## config.mk

```make
export PLATFORM = sky130hd
export DESIGN_NAME = pwm_subsystem
export DESIGN_NICKNAME = d
export VERILOG_FILES = /design/src/hdl/pwm_pkg.sv /design/src/hdl/pwm_timebase.sv /design/src/hdl/pwm_control_unit.sv /design/src/hdl/pwm_shadow_regs.sv /design/src/hdl/pwm_counter_core.sv /design/src/hdl/pwm_subsystem.sv
export SDC_FILE = /design/constraint.sdc
export NUM_CORES = 1
export LEC_CHECK = 0
export BUFFER_PORTS_ARGS = -buffer_cell sky130_fd_sc_hd__buf_2
export CAP_MARGIN = 20
export CORE_MARGIN = 2
export CORE_UTILIZATION = 45
export DETAILED_ROUTE_END_ITERATION = 10
export PLACE_DENSITY = 0.66
export SETUP_SLACK_MARGIN = 0.15
export SYNTH_ARGS = -nofsm -noshare
export SYNTH_HDL_FRONTEND = slang
export SYNTH_SLANG_ARGS = --single-unit
```

## constraint.sdc

```tcl
create_clock -name clock -period 3.3 [get_ports clock]
set_input_delay 0.66 -clock clock [delete_from_list [all_inputs] [get_ports clock]]
set_output_delay 0.66 -clock clock [all_outputs]
set_load 0.02 [all_outputs]
```

## src/hdl/pwm_pkg.sv

```systemverilog
// Shared register offsets, widths and control word layout; imported by every PWM RTL module
package pwm_pkg;

    // Register offsets on the strobe bus
    localparam logic [7:0] ctrl_offset    = 8'h00;
    localparam logic [7:0] compare_offset = 8'h04;
    localparam logic [7:0] period_offset  = 8'h08;
    localparam logic [7:0] mask_offset    = 8'h0C;

    // Shadow register select, taken from address bits 3:2
    localparam logic [1:0] select_compare = 2'd1;
    localparam logic [1:0] select_period  = 2'd2;
    localparam logic [1:0] select_mask    = 2'd3;

    // Datapath widths
    localparam int counter_width  = 16;
    localparam int out_width      = 12;
    localparam int prescale_width = 3;

    // Control word with sync flag clear
    typedef struct packed {
        logic [11:0]                reserved;
        logic [out_width-1:0]       stopped_state;
        logic                       sync_flag;
        logic                       stop_request;
        logic                       run;
        logic                       external_enable;
        logic                       timebase_enable;
        logic [prescale_width-1:0]  prescale;
    } control_config_t;

    // Sync view of the control word ignores the low fields
    typedef struct packed {
        logic [7:0]                 reserved;
        logic [counter_width-1:0]   phase;
        logic                       sync_flag;
        logic [6:0]                 common;
    } control_sync_t;

    // Bit 7 picks which view applies
    typedef union packed {
        control_config_t config_view;
        control_sync_t   sync_view;
    } control_word_t;

endpackage

```

## src/hdl/pwm_timebase.sv

```systemverilog
// Prescaler for the PWM counter; emits count ticks from the divided clock or an external tick
`timescale 1ns/1ps

module pwm_timebase
    import pwm_pkg::*;
(
    input  logic                        clock,
    input  logic                        reset,
    input  logic [prescale_width-1:0]   prescale_setting,
    input  logic                        timebase_enable,
    input  logic                        external_enable,
    input  logic                        external_tick,
    input  logic                        sync,
    output logic                        tick
);

    // Largest division is two to the power of the top setting
    logic [2**prescale_width-2:0] divider;
    logic [2**prescale_width-2:0] divide_mask;
    logic [1:0]                   external_sync;
    logic                         external_prev;
    logic                         external_rise;
    logic                         internal_tick;

    assign divide_mask   = ~({(2**prescale_width-1){1'b1}} << prescale_setting);
    assign internal_tick = (divider & divide_mask) == divide_mask;
    assign external_rise = external_sync[1] & ~external_prev;

    assign tick = timebase_enable & (external_enable ? external_rise : internal_tick);

    always_ff @(posedge clock) begin
        if (!reset) begin
            divider <= '0;
        end else if (sync) begin
            divider <= '0;
        end else if (timebase_enable && !external_enable) begin
            divider <= divider + 1'b1;
        end
    end

    // Two stages for the asynchronous pin, one more for the edge
    always_ff @(posedge clock) begin
        if (!reset) begin
            external_sync <= '0;
            external_prev <= 1'b0;
        end else begin
            external_sync <= {external_sync[0], external_tick};
            external_prev <= external_sync[1];
        end
    end

endmodule

```

## src/hdl/pwm_control_unit.sv

```systemverilog
// Bus write front end for the PWM block; decodes control writes and forwards shadow register writes
`timescale 1ns/1ps

module pwm_control_unit
    import pwm_pkg::*;
(
    input  logic                        clock,
    input  logic                        reset,
    input  logic [7:0]                  address,
    input  logic [31:0]                 write_data,
    input  logic                        write_strobe,
    input  logic                        counter_busy,
    output logic                        ready,
    output logic [prescale_width-1:0]   prescale_setting,
    output logic                        timebase_enable,
    output logic                        external_enable,
    output logic                        counter_run,
    output logic                        stop_request,
    output logic                        sync,
    output logic [counter_width-1:0]    sync_phase,
    output logic [out_width-1:0]        stopped_state,
    output logic                        reg_write,
    output logic [1:0]                  reg_select,
    output logic [15:0]                 reg_data
);

    typedef enum logic [1:0] {
        idle_state,
        act_state,
        soft_stop_state
    } state_t;

    state_t        state;
    logic          act_ended;
    logic          write_accept;
    logic [7:0]    latched_address;
    logic [31:0]   latched_data;
    control_word_t control_word;

    assign write_accept = write_strobe & ready;

    // Latched word seen through both views
    assign control_word = control_word_t'(latched_data);

    // Held stable by the latch until the FSM is idle again
    assign reg_select = latched_address[3:2];
    assign reg_data   = latched_data[15:0];
    assign sync_phase = control_word.sync_view.phase;

    // Capture address and data only on accepted writes
    always_ff @(posedge clock) begin
        if (write_accept && state == idle_state) begin
            latched_address <= address;
            latched_data    <= write_data;
        end
    end

    always_ff @(posedge clock) begin
        if (!reset) begin
            state            <= idle_state;
            act_ended        <= 1'b0;
            ready            <= 1'b1;
            prescale_setting <= '0;
            timebase_enable  <= 1'b0;
            external_enable  <= 1'b0;
            counter_run      <= 1'b0;
            stop_request     <= 1'b0;
            sync             <= 1'b0;
            stopped_state    <= '0;
            reg_write        <= 1'b0;
        end else begin
            // Pulses last one cycle
            sync      <= 1'b0;
            reg_write <= 1'b0;

            case (state)
                idle_state: begin
                    act_ended <= 1'b0;
                    if (write_accept) begin
                        ready <= 1'b0;
                        state <= act_state;
                    end
                end

                act_state: begin
                    if (act_ended) begin
                        // Second act cycle closes the write
                        act_ended <= 1'b0;
                        ready     <= 1'b1;
                        state     <= idle_state;
                    end else begin
                        act_ended <= 1'b1;
                        case (latched_address)
                            ctrl_offset: begin
                                if (control_word.sync_view.sync_flag) begin
                                    sync <= 1'b1;
                                end else begin
                                    // Timebase changes only on an idle counter
                                    if (!counter_busy) begin
                                        prescale_setting <= control_word.config_view.prescale;
                                        timebase_enable  <=
                                            control_word.config_view.timebase_enable;
                                        external_enable  <=
                                            control_word.config_view.external_enable;
                                    end
                                    stopped_state <= control_word.config_view.stopped_state;
                                    if (control_word.config_view.stop_request) begin
                                        // Run stays up until the counter reaches zero
                                        stop_request <= 1'b1;
                                        state        <= soft_stop_state;
                                    end else begin
                                        counter_run <= control_word.config_view.run;
                                    end
                                end
                            end
                            compare_offset,
                            period_offset,
                            mask_offset: begin
                                reg_write <= 1'b1;
                            end
                            default: begin
                                // Unmapped offsets are dropped
                            end
                        endcase
                    end
                end

                soft_stop_state: begin
                    if (!counter_busy) begin
                        stop_request <= 1'b0;
                        counter_run  <= 1'b0;
                        ready        <= 1'b1;
                        state        <= idle_state;
                    end
                end

                default: begin
                    ready <= 1'b1;
                    state <= idle_state;
                end
            endcase
        end
    end

endmodule

```

## src/hdl/pwm_shadow_regs.sv

```systemverilog
// Pending and active copies of compare, period and mask; active set updates at period boundaries
`timescale 1ns/1ps

module pwm_shadow_regs
    import pwm_pkg::*;
(
    input  logic                        clock,
    input  logic                        reset,
    input  logic                        reg_write,
    input  logic [1:0]                  reg_select,
    input  logic [15:0]                 reg_data,
    input  logic                        period_end,
    input  logic                        counter_run,
    output logic [counter_width-1:0]    active_compare,
    output logic [counter_width-1:0]    active_period,
    output logic [out_width-1:0]        active_mask
);

    logic [counter_width-1:0] pending_compare;
    logic [counter_width-1:0] pending_period;
    logic [out_width-1:0]     pending_mask;
    logic                     write_seen;
    logic                     transfer;

    // Stopped counter takes new values one cycle after the write
    assign transfer = period_end | (write_seen & ~counter_run);

    always_ff @(posedge clock) begin
        if (reg_write) begin
            case (reg_select)
                select_compare: pending_compare <= reg_data;
                select_period:  pending_period  <= reg_data;
                select_mask:    pending_mask    <= reg_data[out_width-1:0];
                default:        pending_compare <= pending_compare;
            endcase
        end
    end

    always_ff @(posedge clock) begin
        if (!reset) begin
            write_seen     <= 1'b0;
            active_compare <= '0;
            active_period  <= '0;
            active_mask    <= '0;
        end else begin
            write_seen <= reg_write;
            if (transfer) begin
                active_compare <= pending_compare;
                active_period  <= pending_period;
                active_mask    <= pending_mask;
            end
        end
    end

endmodule

```

## src/hdl/pwm_counter_core.sv

```systemverilog
// PWM period counter with compare and output selection; consumes the active shadow registers
`timescale 1ns/1ps

module pwm_counter_core
    import pwm_pkg::*;
(
    input  logic                        clock,
    input  logic                        reset,
    input  logic [prescale_width-1:0]   prescale_setting,
    input  logic                        timebase_enable,
    input  logic                        external_enable,
    input  logic                        external_tick,
    input  logic                        counter_run,
    input  logic                        stop_request,
    input  logic                        sync,
    input  logic [counter_width-1:0]    sync_phase,
    input  logic [out_width-1:0]        stopped_state,
    input  logic [counter_width-1:0]    active_compare,
    input  logic [counter_width-1:0]    active_period,
    input  logic [out_width-1:0]        active_mask,
    output logic                        counter_busy,
    output logic                        period_end,
    output logic [counter_width-1:0]    counter_value,
    output logic [out_width-1:0]        pwm_out
);

    logic tick;
    logic last_count;
    logic holding;
    logic advance;

    pwm_timebase u_timebase (
        .clock            (clock),
        .reset            (reset),
        .prescale_setting (prescale_setting),
        .timebase_enable  (timebase_enable),
        .external_enable  (external_enable),
        .external_tick    (external_tick),
        .sync             (sync),
        .tick             (tick)
    );

    assign counter_busy = |counter_value;

    // Extra bit keeps a zero period from wrapping the compare
    assign last_count = ({1'b0, counter_value} + {{counter_width{1'b0}}, 1'b1})
                        >= {1'b0, active_period};

    // A stop request parks the counter once it is back at zero
    assign holding    = stop_request & ~counter_busy;
    assign advance    = tick & counter_run & ~holding;
    assign period_end = advance & last_count & ~sync;

    always_ff @(posedge clock) begin
        if (!reset) begin
            counter_value <= '0;
        end else if (sync) begin
            counter_value <= sync_phase;
        end else if (!counter_run) begin
            counter_value <= '0;
        end else if (advance) begin
            if (last_count) begin
                counter_value <= '0;
            end else begin
                counter_value <= counter_value + 1'b1;
            end
        end
    end

    // Pattern from the compare while running, fixed state otherwise
    always_comb begin
        if (!counter_run) begin
            pwm_out = stopped_state;
        end else if (counter_value < active_compare) begin
            pwm_out = active_mask;
        end else begin
            pwm_out = '0;
        end
    end

endmodule

```

## src/hdl/pwm_subsystem.sv

```systemverilog
// Top level of the PWM generator; connects the strobe bus and external tick to the PWM pins
`timescale 1ns/1ps

module pwm_subsystem
    import pwm_pkg::*;
(
    input  logic                        clock,
    input  logic                        reset,
    input  logic [7:0]                  address,
    input  logic [31:0]                 write_data,
    input  logic                        write_strobe,
    output logic                        ready,
    input  logic                        external_tick,
    output logic [out_width-1:0]        pwm_out,
    output logic [counter_width-1:0]    counter_value
);

    logic [prescale_width-1:0] prescale_setting;
    logic                      timebase_enable;
    logic                      external_enable;
    logic                      counter_run;
    logic                      stop_request;
    logic                      sync;
    logic [counter_width-1:0]  sync_phase;
    logic [out_width-1:0]      stopped_state;
    logic                      reg_write;
    logic [1:0]                reg_select;
    logic [15:0]               reg_data;
    logic                      counter_busy;
    logic                      period_end;
    logic [counter_width-1:0]  active_compare;
    logic [counter_width-1:0]  active_period;
    logic [out_width-1:0]      active_mask;

    pwm_control_unit u_control (
        .clock            (clock),
        .reset            (reset),
        .address          (address),
        .write_data       (write_data),
        .write_strobe     (write_strobe),
        .counter_busy     (counter_busy),
        .ready            (ready),
        .prescale_setting (prescale_setting),
        .timebase_enable  (timebase_enable),
        .external_enable  (external_enable),
        .counter_run      (counter_run),
        .stop_request     (stop_request),
        .sync             (sync),
        .sync_phase       (sync_phase),
        .stopped_state    (stopped_state),
        .reg_write        (reg_write),
        .reg_select       (reg_select),
        .reg_data         (reg_data)
    );

    pwm_shadow_regs u_shadow (
        .clock          (clock),
        .reset          (reset),
        .reg_write      (reg_write),
        .reg_select     (reg_select),
        .reg_data       (reg_data),
        .period_end     (period_end),
        .counter_run    (counter_run),
        .active_compare (active_compare),
        .active_period  (active_period),
        .active_mask    (active_mask)
    );

    pwm_counter_core u_core (
        .clock            (clock),
        .reset            (reset),
        .prescale_setting (prescale_setting),
        .timebase_enable  (timebase_enable),
        .external_enable  (external_enable),
        .external_tick    (external_tick),
        .counter_run      (counter_run),
        .stop_request     (stop_request),
        .sync             (sync),
        .sync_phase       (sync_phase),
        .stopped_state    (stopped_state),
        .active_compare   (active_compare),
        .active_period    (active_period),
        .active_mask      (active_mask),
        .counter_busy     (counter_busy),
        .period_end       (period_end),
        .counter_value    (counter_value),
        .pwm_out          (pwm_out)
    );

endmodule

```

# Word-level counts from Yosys, hierarchy flattened
# Cells that the tools add are included.
# totals
register_bits,172
input_bits,44
output_inout_bits,29
elab_cells,127
# op_classes
n_addsub,3
magnitude_cmp,2
eq_ne,21
shift,1
n_mux,33
bitwise_logic,22
reduce_logical,21
# ops
cell,count
$mux 16,4
$mux 12,2
$add 16x1->17 const B,1
$ge 17x16->1,1
$add 16x1->16 const B,1
$eq 8x4->1 const B,2
$lt 16x16->1,1
$mux 1,16
$reduce_or 16->1,1
$mux 2,6
$reduce_and 6->1,2
$not 1->1,10
$reduce_and 5->1,2
$and 1x1->1,9
$eq 8x3->1 const B,1
$logic_not 8->1,1
$ne 2x1->1 const B,4
$ne 2x2->1 const B,4
$add 7x1->7 const B,1
$and 7x7->7,1
$eq 7x7->1,1
$not 7->7,1
$shl 7x3->7 const A,1
$eq 2x2->1 const B,3
other kinds (17),27

# Logic depth before layout (Yosys ltp)
# depth
depth_word,11
ltp_mapped,14
depth_no_buf,11

# Hierarchy
# A second synthesis with hierarchy kept.
# unflattened
hier_cells,737
hier_area_um2,7923.8
# modules_own_cells
module,n_inst,cells_each,area_per_inst_um2,seq_area_each_um2
pwm_shadow_regs,1,243,3186.8,2222.1
pwm_control_unit,1,169,2160.8,1461.4
pwm_counter_core,1,272,2088.3,320.3
pwm_timebase,1,53,488.0,200.2

# Worst setup path after synthesis
# OpenSTA, ideal clock, no wires.
# synth_timing
path_kind,in2reg
start,input port write_strobe
end,"register u_control.latched_data[0] (netlist: u_control.control_word[0]), enable pin"
setup_ns,0.461
arrival_time_ns,2.935
required_ns,2.839
slack_ns,-0.096
path_stages,2
path_buffers,0
cell_sequence,nand2_1 nor3_1
# synth_via
elab_chain_cells,2
# synth_rtl
item,line,text
start: declaration,pwm_subsystem.sv:11,"input logic write_strobe,"
$and 1x1->1,pwm_control_unit.sv:40,assign write_accept = write_strobe & ready;
$logic_and 1x1->1,pwm_control_unit.sv:52,if (write_accept && state == idle_state) begin
end signal: assignment,pwm_control_unit.sv:54,latched_data <= write_data;
end: declaration,pwm_control_unit.sv:37,logic [31:0] latched_data;
# No other way between the ends.
# A chain may end at the register's enable or synchronous reset.

# Worst setup path in the final report
# layout_timing
start,register u_core.counter_value[10]
end,register u_core.counter_value[6]
# layout_via
elab_chain_cells,6
word_cells_on_any_way,12
cone_classes,1 x add/sub; 1 x order compare; 1 x eq/ne; 4 x mux; 4 x bitwise; 1 x reduce/logical
# layout_rtl
item,line,text
start: declaration,pwm_counter_core.sv:23,"output logic [counter_width-1:0] counter_value,"
start signal: assignment,pwm_counter_core.sv:58,counter_value <= sync_phase;
start signal: assignment,pwm_counter_core.sv:65,counter_value <= counter_value + 1'b1;
$add 16x1->17 / $reduce_or 16->1 (equally long branches),"pwm_counter_core.sv:46, pwm_counter_core.sv:43",
$ge 17x16->1 / $not 1->1 (equally long branches),"pwm_counter_core.sv:47, pwm_counter_core.sv:50",
$mux 16 / $and 1x1->1 (equally long branches),"pwm_counter_core.sv:62, pwm_counter_core.sv:50",
$mux 16 / $not 1->1 (equally long branches),"pwm_counter_core.sv:61, pwm_counter_core.sv:51",
$mux 16 / $and 1x1->1 (equally long branches),"pwm_counter_core.sv:59, pwm_counter_core.sv:51",
$mux 16 / $ne 3x2->1 (equally long branches),--,
# Parallel ways exist; a longest one is shown, timed or not. The select of a mux whose other input is x is not followed.

==> metrics.cfg <==
[status]
result_of_the_run = finished clean

[yosys]
number_of_enable_type_register_cells_in_the_synthesized_netlist = 76
yosysUniqueCellTypes = 48
synthTopCellsByCount = nand2_1 (139), dfxtp_1 (96), edfxtp_1 (76), mux2i_1 (50), inv_1 (48)
async_reset_ff_share_pct = 0
synthesized_net_count = 781
synth.most_common_cell = nand2_1
synth_seq_cells = 172
post_synth_main_area_contributors = edfxtp_1 (30%), dfxtp_1 (26%), nand2_1 (7.0%)
post-synth-top-area-fraction_pct = 30.49
share_of_the_yosys_chip_area_belonging_to_registers_pct = 56.16
synth_flop_cell = dfxtp_1
postSynthCellCount = 703
post_synth_instance_area_mm2 = 0.007486
synth.yosys.warnings = 0
synth.largest_area_cell = edfxtp_1
synthesis.area_per_instance_um2 = 10.65

[layout]
finish.utilization_pct = 57.65
synthToLayoutAreaGrowth_pct = 26.36
finish.net_count = 880
diodes = 0
final_layout_size_suffix_gt1_share_pct = 24.42
final.fill_count = 1341
area_taken_by_multi_input_logic_gates_mm2 = 0.003253
finalNonFillerCells = 1035
ff_latch_area_mm2 = 0.004220

[sta]
finalClockSkew_ps = 9.662
max_slew_margin_pct = 33.37
layout_setup_ws_ps = 92.19
tightestPinTransition_ps = 998.1
fmaxAchievable_ghz = 0.3117
rsz_0062_raised_after_global_routing = yes
report.final.hold_viol_count = 0
pins_over_their_slew_limit = 0
timing.setup.tns_ps = 0
finalSetupViolCount = 0
finalWorstPathRequiredPeriod_ps = 3208
fin_crit_sh_pct = 97.21

[global_routing]
vias_in_the_first_global_route = 5541
grt_first_pass_wirelength_um = 28980
antenna_violations_before_repair = 0
largest_net_degree_at_the_start_of_global_routing = 87
grt_util_all_layers_pct = 21.17
grt_overflow_total = 0

[placement]
detailed_place_hpwl_um = 12610
routabilityCongestion = 0.8987
port-buffer-count = 64
dpl_worst_slack_ps = 35.03
place_inst = 984

[critical_path]
worst_setup_path_start_kind = flip-flop
reg2regPathDepth = 13
worstSetupEndpointType = flip-flop
worstPathMaxFanout = 6
path_class = flip-flop to flip-flop
required_ps = 3650
wp_data_arrival_ps = 3550

[clock_network]
htree_num_levels = 4
clk_latency_ps = 430
number_of_buffers_added_by_the_clock_tree_synthesis_step = 17
clk_pin_slew_worst_paths_ps = 70
cts.root.buffer_cell = clkbuf_16
tritoncts_sinks = 172
holdBufCountCts = 0
cts-root-to-sink-buffers = 2
tritoncts = built

[floorplan]
die_w_um = 133.0
rows = 47
dieArea_mm2 = 0.01768
io_pins = 73
floorplan.die.height_um = 133.0
initial_utilization_pct = 45.63
floorplan.core_area_mm2 = 0.01641

[worst_hold_path]
timing.hold.worst.class = primary input to flip-flop
hold_path_depth = 1

[drt]
antenna_violating_nets_post_route = 0
detail_route.iter0.violations = 402
post-route-drc-count = 0
vias_per_inst = 5.465
detail_route.first_pass.iterations = 5
route.vias.total = 5656
routedWlPerCell_um = 18.22
postRouteWirelength_um = 18860

[run]
cap_viol_max_count = 0

[pwr]
worst_ir_drop_vdd_mv = 0.3398
gate_power_share_pct = 2.4
netSwitchingPower_uw = 1055
cellInternalPower_uw = 3404
sequentialPowerShare_pct = 51.6
power.clock.fraction_pct = 45.9
leakagePower_uw = 0.003540
netSwitchingFraction_pct = 23.65
design_power_total_uw = 4458
power-per-cell-area_mw_per_mm2 = 471.3

flip-flops by register name, indices dropped and copies added (netlist names), 2 cells and up:
signal,cells
u_core.u_timebase.divider,7
u_shadow.active_mask,12
u_control.stopped_state,12
u_control.prescale_setting,3
u_core.u_timebase.external_sync,2
u_shadow.pending_period,16
u_shadow.active_compare,16
u_shadow.pending_mask,12
u_control.state,2
u_core.counter_value,16
u_shadow.pending_compare,16
u_control.control_word,24
u_control.latched_address,8
u_shadow.active_period,16
logic make-up after synthesis:
| logic type | after synthesis | synth area share (%) |
|---|---|---|
| mux | 50 | 6.686 |
| buf+inv | 81 | 4.312 |
| xor+xnor | 19 | 2.223 |
| flops | 172 | 56.16 |
| simple gates | 233 | 14.44 |
| compound gates | 114 | 10.50 |
| fa+ha+maj | 34 | 5.683 |
worst max-delay path, stage by stage (launching register included):
cell	delay, ps
dfxtp_1	340
and4_4	280
and3_4	200
nor2b_2	150
xor2_1	210
ha_1	310
a31oi_1	180
o21ai_1	120
a211o_1	340
buf_4	160
nor4_4	330
buf_4	220
a22oi_1	70
o22ai_1	220
cells in the final DEF (no fill, tap or decap), drive strengths merged, types with 4 or more instances in the layout:
cell type    n
ha          34
o22ai        4
a21oi       18
a31oi        5
mux2i       50
clkbuf      21
a21boi      18
nor2        22
nand2      139
xnor2        9
inv         58
xor2        10
a32o        13
nor3         5
dfxtp       96
a22oi       15
or4          4
and3         6
nor2b        9
nand3       10
and2         6
buf        109
edfxtp      76
o21ai       23
nand2b       9
clkinv       4
a211oi       6
nand4        8
and4         4
power by group through the flow:
stage               Sequential (µW)  Clock, µW  Combinational (µW)
floorplan                      2330          0                59.2
global placement               2350          0                 104
detailed placement             2350          0                 110
CTS                            2300       2080                 110
global route                   2310       2170                 122
finish                         2300       2050                 109
through the flow:
| step | hold WS (ps) | cell area [µm²] |
|---|---|---|
| 6_report | 398.5 | 9459 |
| 5_1_grt | 380.7 | 9459 |
| 4_1_cts | 382.9 | 9051 |
| 3_5_place_dp | 425.5 | 8267 |
| 3_3_place_gp | 422.4 | 8267 |
| 2_1_floorplan | 411.9 | 7502 |
metal layers:
metal	share of wire (%)	GRT usage, %	vias up
met5	0	0	-
met4	3.8	9.379	0
met3	5.0	4.483	54
met2	50	36.50	164
met1	41	25.52	2747
li1	-	-	2691
area by class of cell:
cell class / count / area share [%]
Inverter: 48 / 1.905
Clock buffer: 17 / 4.497
Sequential cell: 172 / 44.62
Tap cell: 220 / 2.910
Clock inverter: 15 / 2.011
Timing Repair Buffer: 113 / 9.669
Multi-Input combinational cell: 450 / 34.39
what timing repair did:
action	CTS	global route
resized for setup	31	60
setup buffers	2	9
setup endpoints to repair	56	72
pin swaps	6	35
hold endpoints to repair	0	0
cloned	3	5
worst paths after layout:
| kind | startpoint | slack [ps] | endpoint |
|---|---|---|---|
| max reg2reg | u_core.counter_value[10]$_SDFFE_PN0P_ | 90 | u_core.counter_value[6]$_SDFFE_PN0P_ |
| min reg2reg | u_core.u_timebase.external_sync[0]$_SDFF_PN0_ | 440 | u_core.u_timebase.external_sync[1]$_SDFF_PN0_ |
| max | u_core.counter_value[10]$_SDFFE_PN0P_ | 90 | u_core.counter_value[6]$_SDFFE_PN0P_ |
| min | write_data[12] | 400 | u_control.control_word[12]$_DFFE_PP_ |
Power figures use the tool's default switching activity.
